==> config.mk <==
export PLATFORM = sky130hd
export DESIGN_NAME = iir_collect
export DESIGN_NICKNAME = d
export VERILOG_FILES = /design/src/design/iir_pkg.sv /design/src/design/iir_collect.sv
export SDC_FILE = /design/constraint.sdc
export NUM_CORES = 1
export LEC_CHECK = 0
export ABC_AREA = 0
export BUFFER_PORTS_ARGS = -buffer_cell sky130_fd_sc_hd__buf_2
export CAP_MARGIN = 10
export CORE_MARGIN = 3
export CORE_UTILIZATION = 47
export DETAILED_ROUTE_END_ITERATION = 10
export PLACE_DENSITY = 0.81
export SLEW_MARGIN = 0
export SYNTH_ARGS = -nofsm -noshare
export SYNTH_HDL_FRONTEND = slang
export SYNTH_SLANG_ARGS = --single-unit
==> constraint.sdc <==
create_clock -name reset -period 2.4 [get_ports reset]
set_clock_uncertainty 0.1 [all_clocks]
set_input_delay 0.48 -clock reset [delete_from_list [all_inputs] [get_ports reset]]
set_output_delay 0.48 -clock reset [all_outputs]
set_load 0.005 [all_outputs]
==> src/design/iir_pkg.sv <==
// Widths, indices, FSM encodings and the host word layout for the IIR filter bank
// Every design and testbench file refers to these by scoped name
`default_nettype none

package iir_pkg;

    // --------------------
    // Datapath sizes
    localparam int NUM_CH     = 4;
    localparam int CH_W       = 2;
    localparam int DATA_W     = 18;   // Q2.16 samples and coefficients
    localparam int ACC_W      = 48;
    localparam int FRAC_W     = 16;
    localparam int WORD_W     = 24;

    // --------------------
    // Coefficient slots, same order as the delay line taps
    localparam int NUM_COEF   = 5;
    localparam int COEF_IDX_W = 3;
    localparam int COEF_B0    = 0;
    localparam int COEF_B1    = 1;
    localparam int COEF_B2    = 2;
    localparam int COEF_A1    = 3;   // Feedback terms carry their own sign
    localparam int COEF_A2    = 4;

    localparam logic KIND_SAMPLE = 1'b0;
    localparam logic KIND_COEF   = 1'b1;

    // --------------------
    // FSM encodings
    localparam int STATE_W = 2;

    localparam logic [STATE_W-1:0] DSP_IDLE    = 2'd0;
    localparam logic [STATE_W-1:0] DSP_ISSUE   = 2'd1;
    localparam logic [STATE_W-1:0] DSP_ACK_HI  = 2'd2;
    localparam logic [STATE_W-1:0] DSP_WAIT_LO = 2'd3;

    localparam logic [STATE_W-1:0] BQ_IDLE     = 2'd0;
    localparam logic [STATE_W-1:0] BQ_CALC     = 2'd1;
    localparam logic [STATE_W-1:0] BQ_WAIT     = 2'd2;
    localparam logic [STATE_W-1:0] BQ_DONE     = 2'd3;

    localparam logic [STATE_W-1:0] COL_IDLE    = 2'd0;
    localparam logic [STATE_W-1:0] COL_REQ     = 2'd1;
    localparam logic [STATE_W-1:0] COL_ACK_LO  = 2'd2;

    // Host word, kind bit on top in both views
    typedef union packed {
        struct packed {
            logic                  kind;
            logic [CH_W-1:0]       chan;
            logic [COEF_IDX_W-1:0] pad;
            logic [DATA_W-1:0]     sample;
        } smp;
        struct packed {
            logic                  kind;
            logic [CH_W-1:0]       chan;
            logic [COEF_IDX_W-1:0] idx;
            logic [DATA_W-1:0]     value;
        } coef;
    } host_word_u;

endpackage

`default_nettype wire

==> src/design/iir_collect.sv <==
// Output side of the filter bank: round-robin pick over finished channels
// Drives each taken result out through a four-phase req/ack master
`timescale 1ns/1ps
`default_nettype none

module iir_collect (
    input  logic                              reset,
    input  logic                              clk,
    input  logic [iir_pkg::NUM_CH-1:0]        result_valid,
    input  logic signed [iir_pkg::DATA_W-1:0] result_data [iir_pkg::NUM_CH],
    output logic [iir_pkg::NUM_CH-1:0]        take,
    output logic                              out_req,
    output logic [iir_pkg::CH_W-1:0]          out_chan,
    output logic signed [iir_pkg::DATA_W-1:0] out_sample,
    input  logic                              out_ack
);

    logic [iir_pkg::STATE_W-1:0] state;
    logic [iir_pkg::CH_W-1:0]    last;
    logic [iir_pkg::CH_W-1:0]    pick;
    logic                        found;
    logic                        grab;

    // First valid channel after the last one served
    always_comb begin
        logic [iir_pkg::CH_W-1:0] cand;
        pick  = last;
        found = 1'b0;
        for (int i = 1; i <= iir_pkg::NUM_CH; i++) begin
            cand = last + iir_pkg::CH_W'(i);
            if (!found && result_valid[cand]) begin
                pick  = cand;
                found = 1'b1;
            end
        end
    end

    assign grab = (state == iir_pkg::COL_IDLE) && found;

    // --------------------
    // Output handshake
    always_ff @(posedge reset or posedge clk) begin
        if (clk) begin
            state   <= iir_pkg::COL_IDLE;
            last    <= iir_pkg::CH_W'(iir_pkg::NUM_CH - 1);   // Channel 0 goes first
            take    <= '0;
            out_req <= 1'b0;
        end else begin
            take <= '0;
            case (state)
                iir_pkg::COL_IDLE: begin
                    if (found) begin
                        take    <= iir_pkg::NUM_CH'(1) << pick;
                        last    <= pick;
                        out_req <= 1'b1;
                        state   <= iir_pkg::COL_REQ;
                    end
                end
                iir_pkg::COL_REQ: begin
                    if (out_ack) begin
                        out_req <= 1'b0;
                        state   <= iir_pkg::COL_ACK_LO;
                    end
                end
                default: begin
                    if (!out_ack) begin
                        state <= iir_pkg::COL_IDLE;
                    end
                end
            endcase
        end
    end

    always_ff @(posedge reset) begin
        if (grab) begin
            out_chan   <= pick;
            out_sample <= result_data[pick];
        end
    end

endmodule

`default_nettype wire

==> results.md <==
* Vias per cell at 5.681
* Fillers at 376
* Status: complete, no violations
* Setup CP Type: reg2reg
* Fmax at 472.4 MHz
* Hold_buf cts at 0
* Share of cells above drive strength 1 at 42.68%
* EDFF count, synth at 20
* Initial antenna violation count at 0
* Dpl hpwl at 4.571 mm
* Worst setup margin at 0.2831 ns
* Root Driver: clkbuf_8
* CP max stage cell: dfstp_2
* VDD IR-drop max at 0.0005111 V
* Compound-gate portion of the synthesized area at 31.51%
* Adder-cell share of the synthesized area at 0%
* Pre-CTS setup slack at 0.2357 ns
* Die area at 5520 um2
* Router iterations before antenna repair at 4
* R2R Path End: out_sample[10]
* CP Capture Type: flop
* Crit path DAT at 2.13 ns
* Core area at 4414 um2
* Max incr delay on CP at 0.71 ns
* Lkg Pwr at 1.351 nW
* Post-Syn Area at 2192 um2
* CTS sink cnt at 29
* Max Root-Sink Buffers at 2
* Diodes inserted at 0
* Async set-reset flop share out of synthesis at 31.03%
* Mux contribution to synthesized area at 8.676%
* Total setup buffers inserted after CTS at 0
* Initial DRC Count at 193
* Max-cap violations at 0
* Post-DR wirelength/cell at 16.40 um
* Pin count of the biggest net entering global routing at 38
* Reg clk slew, reported paths at 0.06 ns
* Row count at 24
* Actual slew at the worst max-slew pin at 0.5478 ns
* Crit path max fanout at 16
* Antenna-violating nets left at 0
* Initial core utilization at 49.66%
* Post-synth top flop: edfxtp_1
* Number of global-route vias before repair at 1,924
* R2r setup slk at 0.28 ns
* Max_slew headroom at 63.47%
* # resized after CTS at 0
* Die width at 74.30 um
* Reg area at 828.3 um2
* Required time of the critical path at 2.42 ns
* Total congestion overflow at 0
* Area of the multi-input gates at 1045 um2
* Max Slew Vio Count at 0
* Synthesis-stage register bit count at 29
* Synth Area in XOR/XNOR at 0.3995%
* FF-to-FF Start: last[1]
* Post-layout min period at 2.117 ns
* Main combinational cell family by area after synthesis: compound AO/OA/AOI/OAI gates
* Worst setup SP type: flop
* DRT Wirelength at 6.119 mm
* H-Tree Depth at 2
* Tot Pwr at 0.003121 W
* Syn_nets at 302
* First-pass GRT wire length at 9.425 mm
* Clk_lat worst skew at 0.28 ns
* Drt drc at 0
* CTS buffer count at 5
* Reg2Reg Depth at 5
* Port Buf Inserts at 103
* P&R area growth vs syn at 28.65%
* Non-Filler Instances at 373
* Syn Area/Cell at 9.830 um2
* Die height at 74.30 um
* Sequential area share after synthesis at 37.79%
* Final hold violations at 0
* RePlAce Congestion at 0.8848
* GRT Total Usage at 22.40%
* Crit-path cells: nand2b_4 -> a21oi_1 -> a311oi_4 -> buf_4 -> mux2i_1
* I/O pin count at 104
* Post-synthesis simple-gate area fraction at 6.963%
* Yosys Warn Count at 0
* Vias at 2,119
* Gate Count Post-Synth at 223
* Power density over cell area at 1107 nW/um2
* Final Setup Violations at 0
* Placed Cells at 365
* Min Hold Slack at 0.04610 ns
* CTS tree: built
* Final nets at 399
* Critical Path Source: last[1]
* Worst hold path class: in2async
* Fin Setup TNS at 0 ns
* Final Cycle Share at 88.21%
* Distinct cell type count of the synthesized netlist at 31
* RSZ-0062 raised after global routing: no
## metal layers
layer | wire, um | track usage, % | vias up
met2 | 2941 | 35.14 | 104
met5 | 0 | 0 | -
met4 | 131 | 5.336 | 0
met1 | 2532 | 31.67 | 953
met3 | 515 | 5.000 | 18
li1 | - | - | 1044
## cell usage in the layout (no fill, tap or decap), types with 2 or more instances in the layout
| cell | n |
|---|---|
| a211oi_1 | 36 |
| inv_1 | 39 |
| nand2b_1 | 4 |
| a32oi_1 | 36 |
| edfxtp_1 | 20 |
| buf_4 | 10 |
| dfrtp_1 | 7 |
| nor2_1 | 6 |
| clkbuf_1 | 2 |
| clkbuf_8 | 6 |
| buf_12 | 2 |
| nand2_1 | 3 |
| inv_2 | 4 |
| nor3_2 | 2 |
| mux2i_1 | 19 |
| a21oi_1 | 3 |
| nor3_1 | 2 |
| dfstp_2 | 2 |
| buf_2 | 103 |
## report_power, final
group          total (W)  internal [W]  switching, W
sequential       0.00100      0.000887      0.000116
combinational    0.00170      0.000739      0.000963
clock           0.000416      0.000233      0.000183
total            0.00312       0.00186       0.00126
## how the worst max path moves through the flow
stage	slack [ns]	cells past startpoint	to
floorplan	0.49	7	out_sample[2]
global placement	0.30	6	out_sample[9]
detailed placement	0.24	6	out_sample[9]
CTS	0.29	5	out_sample[10]
global route	0.20	5	out_sample[0]
finish	0.28	5	out_sample[10]
## synth_stat cells, types with 2 or more instances
cell type  instances  area, um2
nand2_1            3      11.26
edfxtp_1          20      600.6
inv_1             39      146.4
nor2_1             6      22.52
a32oi_1           36      315.3
buf_2             11      55.05
dfstp_2            2      52.55
mux2i_1           19      190.2
clkbuf_1           7      26.28
nor3_1             2      10.01
nand2b_1           4      25.02
nor3_2             2      20.02
buf_6              7      78.83
a21oi_1            3      15.01
dfrtp_1            7      175.2
nor2b_1            2      12.51
a211oi_1          36      270.3
inv_2              4      15.01
## area by class of cell
type,instances,area share [%]
multi-input cells,126,37.05
repair buffers,115,22.36
clock buffers,8,3.194
flip-flops and latches,29,29.37
inverters,43,5.723
well taps,52,2.307
## flip-flops by register name (all words and copies together), names as in the netlist
register    count
last            2
out_chan        2
out_req         1
out_sample     18
state           2
take            4
## stage by stage
step           utilization, %  cell area (um2)
2_1_floorplan               -             2192
3_3_place_gp            61.85             2730
3_5_place_dp            61.85             2730
4_1_cts                 63.89             2820
5_1_grt                 63.89             2820
6_report                63.89             2820
## logic make-up after synthesis
kind of cell,Yosys count
simple gates,24
compound gates,82
xor+xnor,1
buf+inv,68
flops,29
mux,19
## worst max-delay path: cells and delay by family, from the launching register on
| kind | cells | cell delay, ns |
|---|---|---|
| AO/OA/AOI/OAI | 2 | 0.34 |
| buffers and inverters | 1 | 0.34 |
| flip-flops | 1 | 0.71 |
| multiplexers | 1 | 0.25 |
| AND/OR/NAND/NOR | 1 | 0.22 |
Note: power is estimated with default switching activity, not from simulation.
