--- src/design/iir_pkg.sv ---
// Widths, indices, FSM encodings and the host word layout for the IIR filter bank
// Every design and testbench file refers to these by scoped name
`default_nettype none

package iir_pkg;

    // --------------------
    // Datapath sizes
    localparam int NUM_CH     = 4;
    localparam int CH_W       = 2;
    localparam int DATA_W     = 18;   // Q2.16 samples and coefficients
    localparam int ACC_W      = 48;
    localparam int FRAC_W     = 16;
    localparam int WORD_W     = 24;

    // --------------------
    // Coefficient slots, same order as the delay line taps
    localparam int NUM_COEF   = 5;
    localparam int COEF_IDX_W = 3;
    localparam int COEF_B0    = 0;
    localparam int COEF_B1    = 1;
    localparam int COEF_B2    = 2;
    localparam int COEF_A1    = 3;   // Feedback terms carry their own sign
    localparam int COEF_A2    = 4;

    localparam logic KIND_SAMPLE = 1'b0;
    localparam logic KIND_COEF   = 1'b1;

    // --------------------
    // FSM encodings
    localparam int STATE_W = 2;

    localparam logic [STATE_W-1:0] DSP_IDLE    = 2'd0;
    localparam logic [STATE_W-1:0] DSP_ISSUE   = 2'd1;
    localparam logic [STATE_W-1:0] DSP_ACK_HI  = 2'd2;
    localparam logic [STATE_W-1:0] DSP_WAIT_LO = 2'd3;

    localparam logic [STATE_W-1:0] BQ_IDLE     = 2'd0;
    localparam logic [STATE_W-1:0] BQ_CALC     = 2'd1;
    localparam logic [STATE_W-1:0] BQ_WAIT     = 2'd2;
    localparam logic [STATE_W-1:0] BQ_DONE     = 2'd3;

    localparam logic [STATE_W-1:0] COL_IDLE    = 2'd0;
    localparam logic [STATE_W-1:0] COL_REQ     = 2'd1;
    localparam logic [STATE_W-1:0] COL_ACK_LO  = 2'd2;

    // Host word, kind bit on top in both views
    typedef union packed {
        struct packed {
            logic                  kind;
            logic [CH_W-1:0]       chan;
            logic [COEF_IDX_W-1:0] pad;
            logic [DATA_W-1:0]     sample;
        } smp;
        struct packed {
            logic                  kind;
            logic [CH_W-1:0]       chan;
            logic [COEF_IDX_W-1:0] idx;
            logic [DATA_W-1:0]     value;
        } coef;
    } host_word_u;

endpackage

`default_nettype wire

--- src/design/iir_biquad.sv ---
// One biquad channel, time-multiplexed over a single multiply-accumulate
// Start loads a sample, result_valid rises 8 cycles later and holds until take
`timescale 1ns/1ps
`default_nettype none

module iir_biquad (
    input  logic                              reset,
    input  logic                              clk,
    input  logic                              coef_we,
    input  logic [iir_pkg::COEF_IDX_W-1:0]    coef_idx,
    input  logic signed [iir_pkg::DATA_W-1:0] coef_data,
    input  logic                              start,
    input  logic signed [iir_pkg::DATA_W-1:0] sample_data,
    output logic                              busy,
    output logic                              result_valid,
    output logic signed [iir_pkg::DATA_W-1:0] result_data,
    input  logic                              take
);

    logic [iir_pkg::STATE_W-1:0]    state;
    logic [iir_pkg::COEF_IDX_W-1:0] sel;
    logic                           sel_last;
    logic                           wait_cnt;
    logic                           mul_vld;
    logic                           mul_first;
    logic signed [iir_pkg::DATA_W-1:0] coefs [iir_pkg::NUM_COEF];
    logic signed [iir_pkg::DATA_W-1:0] xy    [iir_pkg::NUM_COEF];
    logic signed [iir_pkg::ACC_W-1:0]  mul_r;
    logic signed [iir_pkg::ACC_W-1:0]  acc_r;
    logic signed [iir_pkg::ACC_W-1:0]  acc_base;
    logic signed [iir_pkg::DATA_W-1:0] y_new;

    assign sel_last = (sel == iir_pkg::COEF_IDX_W'(iir_pkg::COEF_A2));
    assign acc_base = mul_first ? {iir_pkg::ACC_W{1'b0}} : acc_r;
    assign y_new    = acc_r[iir_pkg::FRAC_W +: iir_pkg::DATA_W];   // Bits 33:16, wraps

    // --------------------
    // Control FSM
    always_ff @(posedge reset or posedge clk) begin
        if (clk) begin
            state    <= iir_pkg::BQ_IDLE;
            sel      <= '0;
            wait_cnt <= 1'b0;
        end else begin
            case (state)
                iir_pkg::BQ_IDLE: begin
                    if (start) begin
                        state <= iir_pkg::BQ_CALC;
                    end
                end
                iir_pkg::BQ_CALC: begin
                    if (sel_last) begin
                        sel   <= '0;
                        state <= iir_pkg::BQ_WAIT;
                    end else begin
                        sel <= sel + 1'b1;
                    end
                end
                iir_pkg::BQ_WAIT: begin
                    wait_cnt <= ~wait_cnt;             // Two drain cycles
                    if (wait_cnt) begin
                        state <= iir_pkg::BQ_DONE;
                    end
                end
                default: state <= iir_pkg::BQ_IDLE;    // Write-back cycle
            endcase
        end
    end

    // Coefficients and taps, tap k pairs with coefficient k
    always_ff @(posedge reset or posedge clk) begin
        if (clk) begin
            for (int i = 0; i < iir_pkg::NUM_COEF; i++) begin
                coefs[i] <= '0;
                xy[i]    <= '0;
            end
        end else begin
            if (coef_we && coef_idx < iir_pkg::COEF_IDX_W'(iir_pkg::NUM_COEF)) begin
                coefs[coef_idx] <= coef_data;
            end
            if (start) begin
                xy[iir_pkg::COEF_B0] <= sample_data;
                xy[iir_pkg::COEF_B1] <= xy[iir_pkg::COEF_B0];
                xy[iir_pkg::COEF_B2] <= xy[iir_pkg::COEF_B1];
            end
            if (state == iir_pkg::BQ_DONE) begin
                xy[iir_pkg::COEF_A1] <= y_new;
                xy[iir_pkg::COEF_A2] <= xy[iir_pkg::COEF_A1];
            end
        end
    end

    // --------------------
    // MAC pipeline, product then accumulate
    always_ff @(posedge reset or posedge clk) begin
        if (clk) begin
            mul_vld   <= 1'b0;
            mul_first <= 1'b0;
        end else begin
            mul_vld   <= (state == iir_pkg::BQ_CALC);
            mul_first <= (state == iir_pkg::BQ_CALC) && (sel == '0);
        end
    end

    always_ff @(posedge reset) begin
        mul_r <= xy[sel] * coefs[sel];
        if (mul_vld) begin
            acc_r <= acc_base + mul_r;
        end
    end

    // Result handoff
    always_ff @(posedge reset or posedge clk) begin
        if (clk) begin
            busy         <= 1'b0;
            result_valid <= 1'b0;
        end else begin
            if (start) begin
                busy <= 1'b1;
            end else if (take) begin
                busy <= 1'b0;
            end
            if (state == iir_pkg::BQ_WAIT && wait_cnt) begin
                result_valid <= 1'b1;                  // Accumulator final by now
            end else if (take) begin
                result_valid <= 1'b0;
            end
        end
    end

    always_ff @(posedge reset) begin
        if (state == iir_pkg::BQ_WAIT && wait_cnt) begin
            result_data <= y_new;
        end
    end

endmodule

`default_nettype wire

--- config.mk ---
export PLATFORM = sky130hd
export DESIGN_NAME = iir_biquad
export DESIGN_NICKNAME = d
export VERILOG_FILES = /design/src/design/iir_pkg.sv /design/src/design/iir_biquad.sv
export SDC_FILE = /design/constraint.sdc
export NUM_CORES = 1
export LEC_CHECK = 0
export BUFFER_PORTS_ARGS = -buffer_cell sky130_fd_sc_hd__buf_2
export CAP_MARGIN = 15
export CELL_PAD_IN_SITES_DETAIL_PLACEMENT = 0
export CELL_PAD_IN_SITES_GLOBAL_PLACEMENT = 1
export CORE_UTILIZATION = 45
export CTS_BUF_LIST = sky130_fd_sc_hd__clkbuf_16
export DETAILED_ROUTE_END_ITERATION = 16
export PLACE_DENSITY_LB_ADDON = 0.1
export SYNTH_ARGS = -nofsm -noshare
export SYNTH_HDL_FRONTEND = slang
export SYNTH_SLANG_ARGS = --single-unit
--- constraint.sdc ---
create_clock -name reset -period 20.6 [get_ports reset]
set_input_delay 3.09 -clock reset [delete_from_list [all_inputs] [get_ports reset]]
set_output_delay 3.09 -clock reset [all_outputs]
set_load 0.03 [all_outputs]
==> impl_summary.txt <==
----------------------------------------------------
[Yosys]
  Count of cell types in the netlist ... 72
  Proportion of synthesized chip area in sequential cells ... 28.6%
  Number of cells produced by synthesis ... 2,363
  Yosys top cell by area ... sky130_fd_sc_hd__fa_1
  #FFs+latches synth ... 276
  Primary FF master, synth ... sky130_fd_sc_hd__dfrtp_1
  Synth Area per Inst ... 10.3 um2
  Biggest area contributors in the synthesized netlist ... sky130_fd_sc_hd__fa_1, sky130_fd_sc_hd__dfrtp_1, sky130_fd_sc_hd__mux2_2, sky130_fd_sc_hd__ha_1, sky130_fd_sc_hd__inv_1
  Total of warnings raised by yosys ... 0
  Count of flip-flops with a built-in enable after synthesis ... 52
  Proportion of netlist area held by the largest area contributor ... 25.9%
  Async SR Flop Fraction ... 68.8%
  Mapped Nets ... 2,853
  Netlist Area Pre-Place ... 24,400 um2

[Setup path]
  Endpoint type of the worst setup path ... flop
  Reg2Reg Setup Slack ... 11.79 ns
  CP Data Required Time ... 21.06 ns
  Crit path top cell by count ... sky130_fd_sc_hd__inv_1
  Max incr delay on CP ... 0.70 ns
  Cell count of the worst reg-to-reg path ... 27
  Category of cells accounting for the largest share of critical-path delay ... adder cells
  Number of buffers and inverters on the critical path ... 7
  Worst path depth ... 27
  Largest driver fanout on the critical path ... 43
  Crit path arrival time ... 9.26 ns
  Crit start category ... flop
  Critical path's slowest cell ... sky130_fd_sc_hd__buf_4
  Category of the most critical setup path ... flop to flop

[CTS]
  Clock transition at the registers of the reported paths ... 0.06 ns
  Buffers inserted by post-CTS timing repair ... 0
  Count of clock tree sinks ... 276
  Number of CTS-inserted buffers ... 31
  Number of H-tree levels ... 1
  Gates resized, CTS repair ... 0
  Clock latency on the worst-skew pair ... 0.59 ns
  Number of buffers on the longest clock path ... 3
  Clock tree from TritonCTS ... done
  Clock root cell ... sky130_fd_sc_hd__clkbuf_16
  Hold buffer count at cts ... 0

[Final layout]
  Synthesis-to-layout area growth ... 8.93%
  Post-route insts no fill ... 3,133
  Post-Route Utilization ... 49.6%
  Area taken by multi-input logic gates ... 15,600 um2
  Share of final-layout standard cells stronger than drive strength 1 ... 14.6%
  Sequential cell area ... 7000 um2
  Diode insertion count for antenna repair ... 0
  Total number of nets in the final design ... 2,904
  Fill cells ... 5,056

[Global routing]
  Via count of the first global-routing pass ... 17,638
  GR Util All Layers ... 25.0%
  Maximum number of pins on one net before global-route repair ... 113
  Number of antenna violations at the first check in global routing ... 1
  Total gr overflow ... 0
  Global-route wire length before repair ... 105,000 um

[STA]
  Min Tclk post-route ... 8.81 ns
  RSZ-0062 raised after global routing ... false
  Worst-Margin Slew ... 1.17 ns
  PnR worst setup slack ... 11.79 ns
  Max Clock Skew ... 0.0207 ns
  Final-report hold violation count ... 0
  Count of endpoints failing setup in the final report ... 0
  Portion of the clock cycle consumed by the worst path in the final layout ... 42.8%
  Setup TNS ... 0 ns
  Timing-limited maximum frequency ... 0.114 GHz
  Count of final max-slew check failures ... 0
  Relative slew margins ... 22.1%

[Route]
  Remaining antenna violation count after routing ... 0
  Final wirelength ... 67,000 um
  Initial DRC Count ... 892
  Detailed-route DRC error count ... 0
  Drt first pass iters ... 6
  WL/cell ... 21.4 um
  Via density ... 5.38
  Total via count in the routed design ... 16,863

[Run]
  Total of max-cap violations ... 0

[Die]
  Cell row count ... 85
  Horizontal die dimension ... 235 um
  Initial core utilization ... 45.5%
  Std-Cell Core Area ... 53,700 um2
  Die Outline Area ... 55,200 um2
  Die Height ... 235 um
  Number of top-level pins ... 64

[Placed design]
  PortBufs ... 63
  Dpl hpwl ... 52,000 um
  Pre-CTS worst setup slack ... 11.85 ns
  Total placed cells including tap cells ... 3,077
  Last weighted congestion value of the routability-driven placer ... 0.887

[Hold path]
  Type of the most critical hold path ... flop to flop
  Worst hold path depth ... 1

[Run status]
  Outcome ... finished, final reports clean

----------------------------------------------------
per-layer routing:
layer	GRT usage (%)	vias up	routed length, um
met5	0	-	0
met4	7.06	0	1900
met3	2.84	103	3260
met2	41.5	382	32400
met1	34.7	8711	29400
li1	-	7667	-
logic make-up after synthesis:
family,after synthesis,synth area share [%]
AOI/OAI and AO/OA,271,7.67
xor gates and xnor gates,68,2.44
adders and majority gates,446,32.5
buffers and inverters,505,7.81
DFF,276,28.6
muxes,243,10.9
and+or+nand+nor,554,10.0
synthesized netlist by cell type (all sizes together), types with 11 or more instances:
library cell	n
edfxtp	52
o22ai	21
nor2b	44
o22a	20
nor3	14
dfxtp	34
mux2i	63
nor2	257
o21ai	59
ha	130
nand2b	37
dfrtp	190
xnor2	54
o21a	13
o21bai	11
nand2	154
a21oi	66
clkbuf	71
fa	316
inv	419
o2111ai	12
xor2	14
mux2	180
buf	14
a21o	15
placed cells by master (no fill, tap or decap), types with 10 or more instances in the layout:
master | Yosys | routed
sky130_fd_sc_hd__nor2b_1 | 44 | 43
sky130_fd_sc_hd__inv_1 | 419 | 423
sky130_fd_sc_hd__o22ai_1 | 21 | 21
sky130_fd_sc_hd__nand2b_1 | 37 | 37
sky130_fd_sc_hd__o21bai_1 | 11 | 11
sky130_fd_sc_hd__xnor2_1 | 54 | 54
sky130_fd_sc_hd__buf_2 | 10 | 63
sky130_fd_sc_hd__dfrtp_1 | 190 | 187
sky130_fd_sc_hd__o21a_1 | 13 | 13
sky130_fd_sc_hd__o21ai_0 | 57 | 57
sky130_fd_sc_hd__clkbuf_16 | 0 | 32
sky130_fd_sc_hd__a21o_1 | 14 | 14
sky130_fd_sc_hd__ha_1 | 130 | 130
sky130_fd_sc_hd__a21oi_1 | 65 | 65
sky130_fd_sc_hd__o22a_1 | 20 | 20
sky130_fd_sc_hd__o2111ai_1 | 12 | 11
sky130_fd_sc_hd__edfxtp_1 | 52 | 52
sky130_fd_sc_hd__nor2_1 | 257 | 257
sky130_fd_sc_hd__nor3_1 | 14 | 13
sky130_fd_sc_hd__nand3_1 | 10 | 10
sky130_fd_sc_hd__mux2i_1 | 63 | 63
sky130_fd_sc_hd__dfxtp_1 | 34 | 34
sky130_fd_sc_hd__buf_4 | 0 | 40
sky130_fd_sc_hd__xor2_1 | 14 | 14
sky130_fd_sc_hd__fa_1 | 316 | 316
sky130_fd_sc_hd__mux2_2 | 180 | 180
sky130_fd_sc_hd__nand2_1 | 154 | 154
layout make-up:
cell class,instances,share of cell area (%)
multi-input cells,1582,58.5
flip-flops and latches,276,26.3
inverters,420,5.95
well taps,696,3.27
clock buffers,32,3.01
repair buffers,103,2.31
clock inverters,24,0.602
state kept, by name (all words and copies together), names as in the netlist:
signal        flops
coefs            90
sel               3
mul_vld           1
mul_first         1
result_valid      1
busy              1
xy               90
wait_cnt          1
state             2
mul_r            34
acc_r            34
result_data      18
per-stage QoR:
stage / hold slack [ns] / cell area (um2)
finish: 0.476 / 26600
floorplan: 0.436 / 24400
detailed placement: 0.468 / 25700
global route: 0.493 / 26600
CTS: 0.481 / 26600
global placement: 0.456 / 25700
worst reg2reg max path, delay by kind of cell, from the launching register on:
family,cells,cell delay [ns]
adders and majority gates,7,3.69
AOI/OAI and AO/OA,6,1.69
buffers and inverters,7,1.35
and+or+nand+nor,5,0.82
DFF,1,0.68
muxes,1,0.32
xor gates and xnor gates,1,0.11
path summary, 6_finish.rpt:
| kind | startpoint | end |
|---|---|---|
| setup / recovery | sel[1] | mul_r[33] |
| hold / removal | busy | busy |
| setup reg to reg | sel[1] | mul_r[33] |
| hold reg to reg | busy | busy |
| max in group asynchronous | clk | sel[1] |
| min in group asynchronous | clk | state[0] |
Power is not shown: default switching activity piles up to over one toggle a cycle in this logic, so the estimate is an artifact.
