File: config.mk
export PLATFORM = sky130hd
export DESIGN_NAME = iir_dispatch
export DESIGN_NICKNAME = d
export VERILOG_FILES = /design/src/design/iir_pkg.sv /design/src/design/iir_dispatch.sv
export SDC_FILE = /design/constraint.sdc
export NUM_CORES = 1
export LEC_CHECK = 0
export ABC_AREA = 1
export BUFFER_PORTS_ARGS = -buffer_cell sky130_fd_sc_hd__buf_2
export CAP_MARGIN = 5
export CORE_UTILIZATION = 33
export CTS_CLUSTER_SIZE = 20
export DETAILED_ROUTE_END_ITERATION = 7
export HOLD_SLACK_MARGIN = 0.1
export PLACE_DENSITY = 0.91
export RECOVER_POWER = 100
export SYNTH_ARGS = -nofsm -noshare
export SYNTH_HDL_FRONTEND = slang
export SYNTH_SLANG_ARGS = --single-unit
File: constraint.sdc
create_clock -name reset -period 2.4 [get_ports reset]
set_clock_uncertainty 0.1 [all_clocks]
set_input_delay 0.12 -clock reset [delete_from_list [all_inputs] [get_ports reset]]
set_output_delay 0.12 -clock reset [all_outputs]
set_load 0.02 [all_outputs]
File: src/design/iir_pkg.sv
// Widths, indices, FSM encodings and the host word layout for the IIR filter bank
// Every design and testbench file refers to these by scoped name
`default_nettype none

package iir_pkg;

    // --------------------
    // Datapath sizes
    localparam int NUM_CH     = 4;
    localparam int CH_W       = 2;
    localparam int DATA_W     = 18;   // Q2.16 samples and coefficients
    localparam int ACC_W      = 48;
    localparam int FRAC_W     = 16;
    localparam int WORD_W     = 24;

    // --------------------
    // Coefficient slots, same order as the delay line taps
    localparam int NUM_COEF   = 5;
    localparam int COEF_IDX_W = 3;
    localparam int COEF_B0    = 0;
    localparam int COEF_B1    = 1;
    localparam int COEF_B2    = 2;
    localparam int COEF_A1    = 3;   // Feedback terms carry their own sign
    localparam int COEF_A2    = 4;

    localparam logic KIND_SAMPLE = 1'b0;
    localparam logic KIND_COEF   = 1'b1;

    // --------------------
    // FSM encodings
    localparam int STATE_W = 2;

    localparam logic [STATE_W-1:0] DSP_IDLE    = 2'd0;
    localparam logic [STATE_W-1:0] DSP_ISSUE   = 2'd1;
    localparam logic [STATE_W-1:0] DSP_ACK_HI  = 2'd2;
    localparam logic [STATE_W-1:0] DSP_WAIT_LO = 2'd3;

    localparam logic [STATE_W-1:0] BQ_IDLE     = 2'd0;
    localparam logic [STATE_W-1:0] BQ_CALC     = 2'd1;
    localparam logic [STATE_W-1:0] BQ_WAIT     = 2'd2;
    localparam logic [STATE_W-1:0] BQ_DONE     = 2'd3;

    localparam logic [STATE_W-1:0] COL_IDLE    = 2'd0;
    localparam logic [STATE_W-1:0] COL_REQ     = 2'd1;
    localparam logic [STATE_W-1:0] COL_ACK_LO  = 2'd2;

    // Host word, kind bit on top in both views
    typedef union packed {
        struct packed {
            logic                  kind;
            logic [CH_W-1:0]       chan;
            logic [COEF_IDX_W-1:0] pad;
            logic [DATA_W-1:0]     sample;
        } smp;
        struct packed {
            logic                  kind;
            logic [CH_W-1:0]       chan;
            logic [COEF_IDX_W-1:0] idx;
            logic [DATA_W-1:0]     value;
        } coef;
    } host_word_u;

endpackage

`default_nettype wire

File: src/design/iir_dispatch.sv
// Input side of the filter bank: four-phase req/ack slave for host words
// Decodes each word and fires one coefficient write or sample start per word
`timescale 1ns/1ps
`default_nettype none

module iir_dispatch (
    input  logic                              reset,
    input  logic                              clk,
    input  logic                              in_req,
    input  iir_pkg::host_word_u               in_word,
    output logic                              in_ack,
    input  logic [iir_pkg::NUM_CH-1:0]        busy,
    output logic [iir_pkg::NUM_CH-1:0]        coef_we,
    output logic [iir_pkg::COEF_IDX_W-1:0]    coef_idx,
    output logic signed [iir_pkg::DATA_W-1:0] coef_data,
    output logic [iir_pkg::NUM_CH-1:0]        start,
    output logic signed [iir_pkg::DATA_W-1:0] sample_data
);

    logic [iir_pkg::STATE_W-1:0] state;
    logic [iir_pkg::CH_W-1:0]    chan;
    logic [iir_pkg::NUM_CH-1:0]  chan_sel;
    logic                        issue;

    // Channel field sits at the same place in both views
    assign chan     = in_word.smp.chan;
    assign chan_sel = iir_pkg::NUM_CH'(1) << chan;
    assign issue    = (state == iir_pkg::DSP_ISSUE);

    // Shared buses come straight off the held word
    assign coef_idx    = in_word.coef.idx;
    assign coef_data   = in_word.coef.value;
    assign sample_data = in_word.smp.sample;

    // Exactly one strobe in the issue cycle
    assign coef_we = (issue && in_word.coef.kind == iir_pkg::KIND_COEF) ? chan_sel : '0;
    assign start   = (issue && in_word.smp.kind == iir_pkg::KIND_SAMPLE) ? chan_sel : '0;

    // --------------------
    // Handshake FSM
    always_ff @(posedge reset or posedge clk) begin
        if (clk) begin
            state  <= iir_pkg::DSP_IDLE;
            in_ack <= 1'b0;
        end else begin
            case (state)
                iir_pkg::DSP_IDLE: begin
                    if (in_req && !busy[chan]) begin   // Hold off while channel works
                        state <= iir_pkg::DSP_ISSUE;
                    end
                end
                iir_pkg::DSP_ISSUE: begin
                    in_ack <= 1'b1;
                    state  <= iir_pkg::DSP_ACK_HI;
                end
                iir_pkg::DSP_ACK_HI: begin
                    if (!in_req) begin
                        in_ack <= 1'b0;
                        state  <= iir_pkg::DSP_WAIT_LO;
                    end
                end
                default: begin
                    // Ack low for one full cycle before the next word is sampled
                    state <= iir_pkg::DSP_IDLE;
                end
            endcase
        end
    end

endmodule

`default_nettype wire

==> results of run 1 <==
==> kinds of logic (layout without fill, tap and decap cells) <==
logic type | after synthesis | after routing | share of synthesized area (%)
AO/OA/AOI/OAI | 1 | 1 | 0.856
adder cells (fa/ha/maj) | 3 | 3 | 6.42
buffers and inverters | 46 | 31 | 54.6
flip-flops | 3 | 3 | 12.8
AND/OR/NAND/NOR | 35 | 35 | 25.3
==> layout by cell type, fill, tap and decap left out <==
| cell | instances |
|---|---|
| nand2_1 | 21 |
| clkbuf_1 | 10 |
| buf_2 | 9 |
| nor2_1 | 8 |
| inv_1 | 6 |
| ha_1 | 3 |
| clkbuf_4 | 3 |
| dfrtp_1 | 3 |
| nand2_2 | 2 |
| nand3_1 | 2 |
| dlygate4sd3_1 | 2 |
| inv_2 | 1 |
| nand3_2 | 1 |
| o21ai_0 | 1 |
| or2_2 | 1 |
==> state kept, by name (all words and copies together), names as in the netlist <==
signal	count
in_ack	1
state	2
==> worst register-to-register path, stage by stage, from the launching register on <==
cell,delay (ps)
dfrtp_1,370
inv_1,80
ha_1,230
or2_2,300
nand3_1,90
nand2_1,50
==> report_power, final <==
group          internal, mW  switching (mW)
registers            0.0779          0.0181
clock network        0.0623          0.0267
logic                0.0837           0.137
==> metal layers <==
layer | GRT usage [%] | vias up | wire length (um)
li1 | - | 194 | -
met1 | 6.75 | 170 | 341
met2 | 19.7 | 19 | 596
met3 | 3.27 | 8 | 117
met4 | 14.5 | 0 | 24
met5 | 0 | - | 0
==> area by class of cell <==
class / instances / area share (%)
Tap cell: 16 / 4.58
Inverter: 7 / 6.02
Sequential cell: 3 / 17.2
Clock buffer: 4 / 6.02
Multi-Input combinational cell: 39 / 43.6
Timing Repair Buffer: 20 / 22.6
==> worst paths after layout <==
path                               endpoint  slack (ps)  cells after the start
worst max-delay path               start[1]         760                      5
worst min-delay path            coef_idx[2]         140                      0
worst max register to register     state[0]        1060                      5
worst min register to register       in_ack         380                      2
max in group asynchronous          state[1]        1850                      3
min in group asynchronous            in_ack         200                      3
==> through the flow <==
step	power [mW]	hold WS (ps)	util (%)	instance area (sq um)
2_1_floorplan	0.352	-226	-	584
3_3_place_gp	0.301	-101	25.5	402
3_5_place_dp	0.318	-93.3	25.5	402
4_1_cts	0.414	140	28.4	448
5_1_grt	0.447	140	27.7	437
6_report	0.405	140	27.7	437
==> results by group, run 1 <==
Logic synthesis
  – Mean Syn Cell Area: 6.64 sq um
  – Count leader, synth: buf_4
  – Post-synth top flop: dfrtp_1
  – Synth top area share: 50.1%
  – Synth Instances: 88
  – Synth area leaders: buf_4 50%, nand2_1 13%, dfrtp_1 13%
  – Most common library cells after synthesis: 39 x buf_4, 21 x nand2_1, 8 x nor2_1
  – Register area share after synthesis: 12.8%
  – Distinct cells, synth: 12
  – Post-Synthesis Net Count: 122
  – Ys async rst share: 100%
  – Synth Warn #: 0
  – Synth area leader: buf_4
  – Synth Cell Area: 584 sq um
  – Number of synthesized flops with an enable pin: 0
  – FF+latch count, synth: 3

Worst setup path
  – CP top delay family: flip-flops
  – Crit Path Max Fanout: 4
  – Critical R2R Launch: state[0]
  – Critical path class: reg -> out
  – Crit path buf inv count: 2
  – Crit path capture type: output port
  – Worst setup SP type: flip-flop
  – Req. time, crit path: 2180 ps
  – Worst-path cell chain: inv_1 > ha_1 > nand2_1 > nor2_1 > clkbuf_1
  – Worst path max stage delay: 390 ps
  – Critical Path AT: 1420 ps
  – Crit path from: state[1]
  – Worst path slowest cell: dfrtp_1

Routing
  – Detailed-route DRC error count: 7
  – Vias: 391
  – Routed wire length: 1080 um
  – Vias per inst: 4.39
  – DR pass1 iterations: 8
  – Routed wire per std cell: 12.1 um
  – Initial DRC count: 14
  – Detail Route Antenna Nets: 0

Global routing
  – Grt ovf: 0
  – Initial antenna violation count: 0
  – Vias in the first global route: 364
  – GRT Total Usage: 10.6%
  – Largest net degree at the start of global routing: 6
  – First-pass GRT wire length: 1440 um

Timing
  – Setup Total Neg Slack: 0 ps
  – Final WS setup: 759 ps
  – Slew headroom: 83.1%
  – Worst-Margin Slew: 254 ps
  – Fmax: 0.609 GHz
  – Final setup viols: 0
  – Final period utilization: 68.4%
  – Final Hold Vio Count: 0
  – Post-layout min period: 1640 ps
  – RSZ-0062 raised after global routing: no
  – Final slew viol count: 0

Clock network
  – Clock insertion delay at the later pin of the skew report: 230 ps
  – Setup bufs post-CTS: 0
  – CTS Root Cell: clkbuf_4
  – Number of buffers created by CTS: 3
  – # clock sinks: 3
  – # resized after CTS: 0
  – Hold_buf cts: 2
  – H-tree level count: 1
  – CTS tree: yes
  – Clock slew at reported path FFs: 30 ps
  – Max clock buf depth: 2

Final layout
  – Area Growth Syn to Fin: -25.3%
  – Layout cells sized above 1: 23.3%
  – Final non-filler cell total: 89
  – Multi-input logic area: 190 sq um
  – # nets final: 108
  – Ant diodes: 0
  – Sequential Area: 75.1 sq um
  – Filler cells: 179

Placed design
  – Port Buffers: 18
  – Post-detail-place hpwl: 875 um
  – Post-place setup slack: 1060 ps
  – Placed cell count: 83
  – GPL Wtd Cong: 0.647

Floorplan
  – Core Area: 1580 sq um
  – Chip width: 44.1 um
  – Die Height: 44.1 um
  – Num ports: 79
  – Initial Util: 37.1%
  – Die area: 1940 sq um
  – Row Count: 14

Power and ir drop
  – P per Cell Area: 928 nW/um^2
  – VDD IR max: 0.000209 V
  – Leakage: 0.241 nW

Status
  – Violated checks: design-rule violations
  – Status: finished, violations left

Min path
  – Hold Crit Start: in_word[20]
  – Type of the most critical hold path: in -> out

Flow run
  – Max-cap violation count: 0
No activity file was read; power rests on OpenSTA's default activity.
==> run 2, diff against run 1 <==
--- a/config.mk
+++ b/config.mk
@@ -5,14 +5,14 @@
 export SDC_FILE = /design/constraint.sdc
 export NUM_CORES = 1
 export LEC_CHECK = 0
-export ABC_AREA = 1
+export ABC_AREA = 0
 export BUFFER_PORTS_ARGS = -buffer_cell sky130_fd_sc_hd__buf_2
 export CAP_MARGIN = 5
-export CORE_UTILIZATION = 33
+export CORE_UTILIZATION = 32
 export CTS_CLUSTER_SIZE = 20
 export DETAILED_ROUTE_END_ITERATION = 7
 export HOLD_SLACK_MARGIN = 0.1
-export PLACE_DENSITY = 0.91
+export PLACE_DENSITY = 0.87
 export RECOVER_POWER = 100
 export SYNTH_ARGS = -nofsm -noshare
 export SYNTH_HDL_FRONTEND = slang
==> constraint.sdc (replaced) <==
create_clock -name reset -period 1.7 [get_ports reset]
set_clock_uncertainty 0.1 [all_clocks]
set_input_delay 0.085 -clock reset [delete_from_list [all_inputs] [get_ports reset]]
set_output_delay 0.085 -clock reset [all_outputs]
set_load 0.02 [all_outputs]
==> results by group, run 2 <==
Status
  – Status: completed (was finished, violations left)

Logic synthesis
  – Post-Synthesis Net Count: 115 (was 122)
  – Synth Instances: 81 (was 88)
  – FF+latch count, synth: 3 (unchanged)
  – Most common library cells after synthesis: 39 x buf_4, 6 x nor2_1, 5 x inv_1, 5 x nand2_1, 4 x nand2b_1 (was 39 x buf_4, 21 x nand2_1, 8 x nor2_1)
  – Synth top area share: 47.1% (was 50.1%)
  – Synth area leaders: buf_4 47%, dfrtp_1 12%, ha_1 6.0% (was buf_4 50%, nand2_1 13%, dfrtp_1 13%)
  – Number of synthesized flops with an enable pin: 0 (unchanged)
  – Synth Cell Area: 622 sq um (was 584 sq um)
  – Post-synth top flop: dfrtp_1 (unchanged)
  – Synth area leader: buf_4 (unchanged)
  – Synth Warn #: 0 (unchanged)
  – Register area share after synthesis: 12.1% (was 12.8%)
  – Mean Syn Cell Area: 7.68 sq um (was 6.64 sq um)
  – Count leader, synth: buf_4 (unchanged)
  – Distinct cells, synth: 19 (was 12)
  – Ys async rst share: 100% (unchanged)

Placed design
  – Post-detail-place hpwl: 835 um (was 875 um)
  – Post-place setup slack: 224 ps (was 1060 ps)
  – Placed cell count: 84 (was 83)
  – GPL Wtd Cong: 0.635 (was 0.647)
  – Port Buffers: 18 (unchanged)

Clock network
  – Number of buffers created by CTS: 3 (unchanged)
  – Clock insertion delay at the later pin of the skew report: 230 ps (about the same)
  – H-tree level count: 1 (unchanged)
  – # clock sinks: 3 (unchanged)
  – Setup bufs post-CTS: 0 (unchanged)
  – Max clock buf depth: 2 (unchanged)
  – CTS Root Cell: clkbuf_4 (unchanged)
  – CTS tree: yes (unchanged)
  – Clock slew at reported path FFs: 40 ps (was 30 ps)

Floorplan
  – Initial Util: 34.9% (was 37.1%)
  – Die area: 2120 sq um (was 1940 sq um)
  – Die Height: 46.1 um (was 44.1 um)
  – Chip width: 46.1 um (was 44.1 um)
  – Row Count: 15 (was 14)
  – Num ports: 79 (unchanged)
  – Core Area: 1780 sq um (was 1580 sq um)

Worst setup path
  – Crit path capture type: output port (unchanged)
  – Crit path buf inv count: 2 (unchanged)
  – Worst-path cell chain: inv_1 > ha_2 > nand2b_1 > nor3_1 > buf_2 (was inv_1 > ha_1 > nand2_1 > nor2_1 > clkbuf_1)
  – Worst reg2reg setup slack: 220 ps (was 1060 ps)
  – Worst path max stage delay: 410 ps (was 390 ps)
  – Critical path class: reg -> out (unchanged)
  – Req. time, crit path: 1510 ps (was 2180 ps)
  – Worst path slowest cell: dfrtp_1 (unchanged)
  – CP top delay family: flip-flops (unchanged)
  – Worst setup SP type: flip-flop (unchanged)
  – Critical Path AT: 1380 ps (was 1420 ps)
  – Crit Path Max Fanout: 5 (was 4)

Routing
  – Initial DRC count: 7 (was 14)
  – Vias per inst: 4.42 (was 4.39)
  – Detailed-route DRC error count: 0 (was 7)
  – Routed wire length: 1320 um (was 1080 um)
  – Vias: 491 (was 391)
  – Detail Route Antenna Nets: 0 (unchanged)
  – DR pass1 iterations: 4 (was 8)
  – Routed wire per std cell: 11.9 um (was 12.1 um)

Timing
  – Post-layout min period: 1560 ps
  – Worst-Margin Slew: 429 ps (was 254 ps)
  – Fmax: 0.639 GHz
  – Final slew viol count: 0 (unchanged)
  – Slew headroom: 71.3% (was 83.1%)
  – Final Hold Vio Count: 0 (unchanged)
  – Final setup viols: 0 (unchanged)
  – Final WS setup: 135 ps (was 759 ps)
  – Setup Total Neg Slack: 0 ps (unchanged)
  – Final period utilization: 92.0%
  – RSZ-0062 raised after global routing: no (unchanged)

Final layout
  – Ant diodes: 0 (unchanged)
  – Largest register FFs: 2 (unchanged)
  – Filler cells: 189 (was 179)
  – Largest registers: state: 2 flops, in_ack: 1 flops (unchanged)
  – Layout cells sized above 1: 26.7% (was 23.3%)
  – Most common cell after layout, fill and taps aside: dlygate4sd3_1 (was nand2_1)
  – Final non-filler cell total: 111 (was 89)
  – Area Growth Syn to Fin: 12.1% (was -25.3%)
  – Most frequent cells in the layout: 23 x dlygate4sd3_1, 11 x buf_2, 6 x nor2_1, 6 x clkbuf_2 (was 21 x nand2_1, 10 x clkbuf_1, 9 x buf_2)
  – Largest reg by FF count: state (unchanged)
  – # nets final: 121 (was 108)
  – Final Core Density: 39.1% (was 27.7%)

Global routing
  – Vias in the first global route: 390 (was 364)
  – Grt ovf: 0 (unchanged)
  – Initial antenna violation count: 0 (unchanged)
  – Largest net degree at the start of global routing: 8 (was 6)
  – GRT Total Usage: 10.3% (was 10.6%)
  – First-pass GRT wire length: 1460 um (was 1440 um)

Power and ir drop
  – VDD IR max: 0.000285 V (was 0.000209 V)
  – Leakage: 0.331 nW (was 0.241 nW)
  – P per Cell Area: 1060 nW/um^2 (was 928 nW/um^2)

Flow run
  – Max-cap violation count: 0 (unchanged)

Min path
  – Type of the most critical hold path: in -> async (was in -> out)
[run 2: changes by cell type in the layout (fill, tap and decap cells not counted), moves of 2 or more]
cell / before / now
nor3_1: 0 / 2
nand2_1: 21 / 5
clkbuf_1: 10 / 2
buf_2: 9 / 11
nand2_2: 2 / 0
mux2i_1: 0 / 2
nor2_1: 8 / 6
clkbuf_2: 0 / 6
dlygate4sd3_1: 2 / 23
nand2b_1: 0 / 4
o21ai_0: 1 / 4
nand3_1: 2 / 0
[run 2: timing repair]
action / 4_1_cts / 5_1_grt
endpoints found under the setup margin: 0 / 2
gates resized for setup: 0 / 1
hold buffers: 23 / 0
hold endpoints to repair: 43 / 0
[run 2: logic make-up after synthesis]
logic type	synth area share (%)
AO/OA/AOI/OAI	11.1
adder cells (fa/ha/maj)	6.04
buffers and inverters	51.9
flip-flops	12.1
multiplexers	5.63
AND/OR/NAND/NOR	13.3
[run 2: per-layer routing]
metal  up-vias  wire length [um]  GRT usage [%]
li1        229                 -              -
met1       222               435           6.60
met2        40               750           21.1
met3         0               130           4.71
met4         0                 0           7.06
met5         -                 0              0
[run 2: per-stage QoR]
step                      power (mW)  area, sq um  hold WS, ps
after floorplan                0.544          622         -261
after CTS                      0.749          696          159
after global routing           0.810          697          174
after detailed placement       0.504          439         -138
after global placement         0.467          439         -139
final                          0.737          697          166
[run 2: path summary, 6_finish.rpt]
kind                             to  depth (start not counted)     start
max in group asynchronous    in_ack                          3       clk
max reg2reg                state[1]                          5  state[1]
min in group reset         state[1]                          4   busy[1]
max                        start[0]                          5  state[1]
min reg2reg                  in_ack                          2    in_ack
min                        state[1]                          3       clk
[run 2: report_power, final]
part | switching, mW | internal [mW]
logic | 0.286 | 0.191
clock network | 0.0355 | 0.0879
registers | 0.0273 | 0.109
total | 0.349 | 0.388
[run 2: final cells by class]
| type | instances | area [sq um] | share of cell area, % |
|---|---|---|---|
| inverter | 5 | 18.8 | 2.69 |
| tap | 25 | 31.3 | 4.49 |
| multi-input combinational | 33 | 226 | 32.5 |
| clock buffer | 4 | 26.3 | 3.77 |
| sequential | 3 | 75.1 | 10.8 |
| timing repair buffer | 41 | 319 | 45.8 |
[run 2: worst reg2reg max path, cell delays in order (launching register included)]
cell	delay [ps]
dfrtp_1	400
inv_1	80
ha_1	290
a211o_1	290
o211ai_1	100
mux2i_1	90
==> run 3, diff against run 2 <==
--- a/config.mk
+++ b/config.mk
@@ -8,11 +8,12 @@
 export ABC_AREA = 0
 export BUFFER_PORTS_ARGS = -buffer_cell sky130_fd_sc_hd__buf_2
 export CAP_MARGIN = 5
-export CORE_UTILIZATION = 32
+export CORE_MARGIN = 2
+export CORE_UTILIZATION = 25
 export CTS_CLUSTER_SIZE = 20
 export DETAILED_ROUTE_END_ITERATION = 7
 export HOLD_SLACK_MARGIN = 0.1
-export PLACE_DENSITY = 0.87
+export PLACE_DENSITY = 0.71
 export RECOVER_POWER = 100
 export SYNTH_ARGS = -nofsm -noshare
 export SYNTH_HDL_FRONTEND = slang
==> results by group, run 3 (synthesis gave the netlist of run 2 again) <==
Status
  – Status: completed (unchanged)

Routing
  – Initial DRC count: 9 (was 7)
  – Vias per inst: 4.08 (was 4.42)
  – Detail Route Antenna Nets: 0 (unchanged)
  – Routed wire length: 1110 um (was 1320 um)
  – Vias: 473 (was 491)
  – Detailed-route DRC error count: 0 (unchanged)
  – Routed wire per std cell: 9.57 um (was 11.9 um)
  – DR pass1 iterations: 4 (unchanged)

Clock network
  – Setup bufs post-CTS: 0 (unchanged)
  – H-tree level count: 1 (unchanged)
  – Clock insertion delay at the later pin of the skew report: 230 ps (about the same)
  – # clock sinks: 3 (unchanged)
  – CTS tree: yes (unchanged)
  – Max clock buf depth: 2 (unchanged)
  – CTS Root Cell: clkbuf_4 (unchanged)
  – Clock slew at reported path FFs: 40 ps (about the same)
  – Number of buffers created by CTS: 3 (unchanged)

Floorplan
  – Row Count: 18 (was 15)
  – Die Height: 53.9 um (was 46.1 um)
  – Core Area: 2410 sq um (was 1780 sq um)
  – Num ports: 79 (unchanged)
  – Die area: 2900 sq um (was 2120 sq um)
  – Initial Util: 25.8% (was 34.9%)
  – Chip width: 53.9 um (was 46.1 um)

Placed design
  – Post-place setup slack: 235 ps (was 224 ps)
  – GPL Wtd Cong: 0.749 (was 0.635)
  – Post-detail-place hpwl: 776 um (was 835 um)
  – Port Buffers: 18 (unchanged)
  – Placed inst area: 445 sq um (was 439 sq um)

Timing
  – Fin Hold WS: 164 ps (was 166 ps)
  – Post-layout min period: 1560 ps (about the same)
  – Final Hold Vio Count: 0 (unchanged)
  – Setup Total Neg Slack: 0 ps (unchanged)
  – RSZ-0062 raised after global routing: no (unchanged)
  – Final slew viol count: 0 (unchanged)
  – Final setup viols: 0 (unchanged)
  – Slew headroom: 72.6% (was 71.3%)
  – Final period utilization: 91.7% (was 92.0%)
  – Fmax: 0.641 GHz (was 0.639 GHz)
  – Final WS setup: 141 ps (was 135 ps)
  – Worst-Margin Slew: 410 ps (was 429 ps)

Final layout
  – Ant diodes: 0 (unchanged)
  – Largest register FFs: 2 (unchanged)
  – Layout cells sized above 1: 25.6% (was 26.7%)
  – Area Growth Syn to Fin: 13.3% (was 12.1%)
  – Largest registers: state: 2 flops, in_ack: 1 flops (unchanged)
  – Cell area after layout: 704 sq um (was 697 sq um)
  – # nets final: 121 (unchanged)
  – Largest reg by FF count: state (unchanged)
  – Most frequent cells in the layout: 23 x dlygate4sd3_1, 9 x buf_2, 7 x clkbuf_2 (was 23 x dlygate4sd3_1, 11 x buf_2, 6 x nor2_1, 6 x clkbuf_2)
  – Most common cell after layout, fill and taps aside: dlygate4sd3_1 (unchanged)

Worst setup path
  – Req. time, crit path: 1510 ps (about the same)
  – CP top delay family: flip-flops (unchanged)
  – Crit Path Max Fanout: 5 (unchanged)
  – Critical R2R Launch: state[1] (unchanged)
  – Crit path buf inv count: 2 (unchanged)
  – Worst setup SP type: flip-flop (unchanged)
  – Worst path max stage delay: 410 ps (about the same)
  – Critical Path AT: 1370 ps (was 1380 ps)
  – Critical path class: reg -> out (unchanged)
  – Crit path from: state[1] (unchanged)
  – Worst-path cell chain: inv_1 > ha_1 > nand2_1 > nor2_1 > clkbuf_1 (was inv_1 > ha_2 > nand2b_1 > nor3_1 > buf_2)
  – Worst path slowest cell: dfrtp_1 (unchanged)
  – Crit path capture type: output port (unchanged)

Flow run
  – Max-cap violation count: 0 (unchanged)

Global routing
  – Largest net degree at the start of global routing: 8 (unchanged)
  – Vias in the first global route: 377 (was 390)
  – First-pass GRT wire length: 1350 um (was 1460 um)
  – Grt ovf: 0 (unchanged)
  – GRT Total Usage: 6.93% (was 10.3%)
  – Initial antenna violation count: 0 (unchanged)

Power and ir drop
  – Final Power: 728 uW (was 737 uW)
  – VDD IR max: 0.000401 V (was 0.000285 V)
  – P per Cell Area: 1030 nW/um^2 (was 1060 nW/um^2)
  – Leakage: 0.328 nW (was 0.331 nW)

Min path
  – Type of the most critical hold path: in -> async (unchanged)
## run 3: cell count changes in the layout (fill, tap and decap cells not counted), sizes merged
cell	delta
buf	-2
clkbuf	+2
## run 3: final cells by class
| type | count | area (sq um) |
|---|---|---|
| Tap cell | 30 | 37.5 |
| Clock buffer | 4 | 26.3 |
| Multi-Input combinational cell | 33 | 229 |
| Sequential cell | 3 | 75.1 |
| Fill cell | 256 | 1710 |
| Inverter | 5 | 18.8 |
| Timing Repair Buffer | 41 | 318 |
## run 3: worst min-delay path: cells and delay by family
family   cells  cell delay [ps]
buf+inv      3              750
## run 3: power breakdown
group	switching (mW)	total [mW]	internal, mW
clock	0.0370	0.125	0.0880
combinational	0.276	0.464	0.188
sequential	0.0298	0.139	0.109
total	0.343	0.728	0.385
## run 3: path summary, 6_finish.rpt
path                            slack, ps          to  cells after the start
worst max-delay path                  140  coef_we[2]                      5
worst min-delay path                  160      in_ack                      3
worst max register to register        230    state[1]                      5
worst min register to register        440      in_ack                      2
max in group asynchronous            1190    state[1]                      3
min in group reset                    230    state[1]                      4
## run 3: routing by layer
metal	wire length [um]	vias to the layer above	GRT usage, %
met5	0	-	0
met2	504	47	11.6
met1	419	194	6.02
met3	180	2	3.61
met4	5	0	5.98
li1	-	230	-
## run 3: stage by stage
| step | cells | utilization (%) |
|---|---|---|
| finish | 116 | 29.2 |
| global route | 116 | 29.2 |
| CTS | 116 | 29.1 |
| detailed placement | 89 | 18.5 |
| global placement | 89 | 18.5 |
| floorplan | 81 | - |
## run 3: repair_timing
action                                 4_1_cts  5_1_grt
setup endpoints to repair                    0        1
hold buffers                                23        0
endpoints found under the hold margin       43        0
resized for setup                            0        1
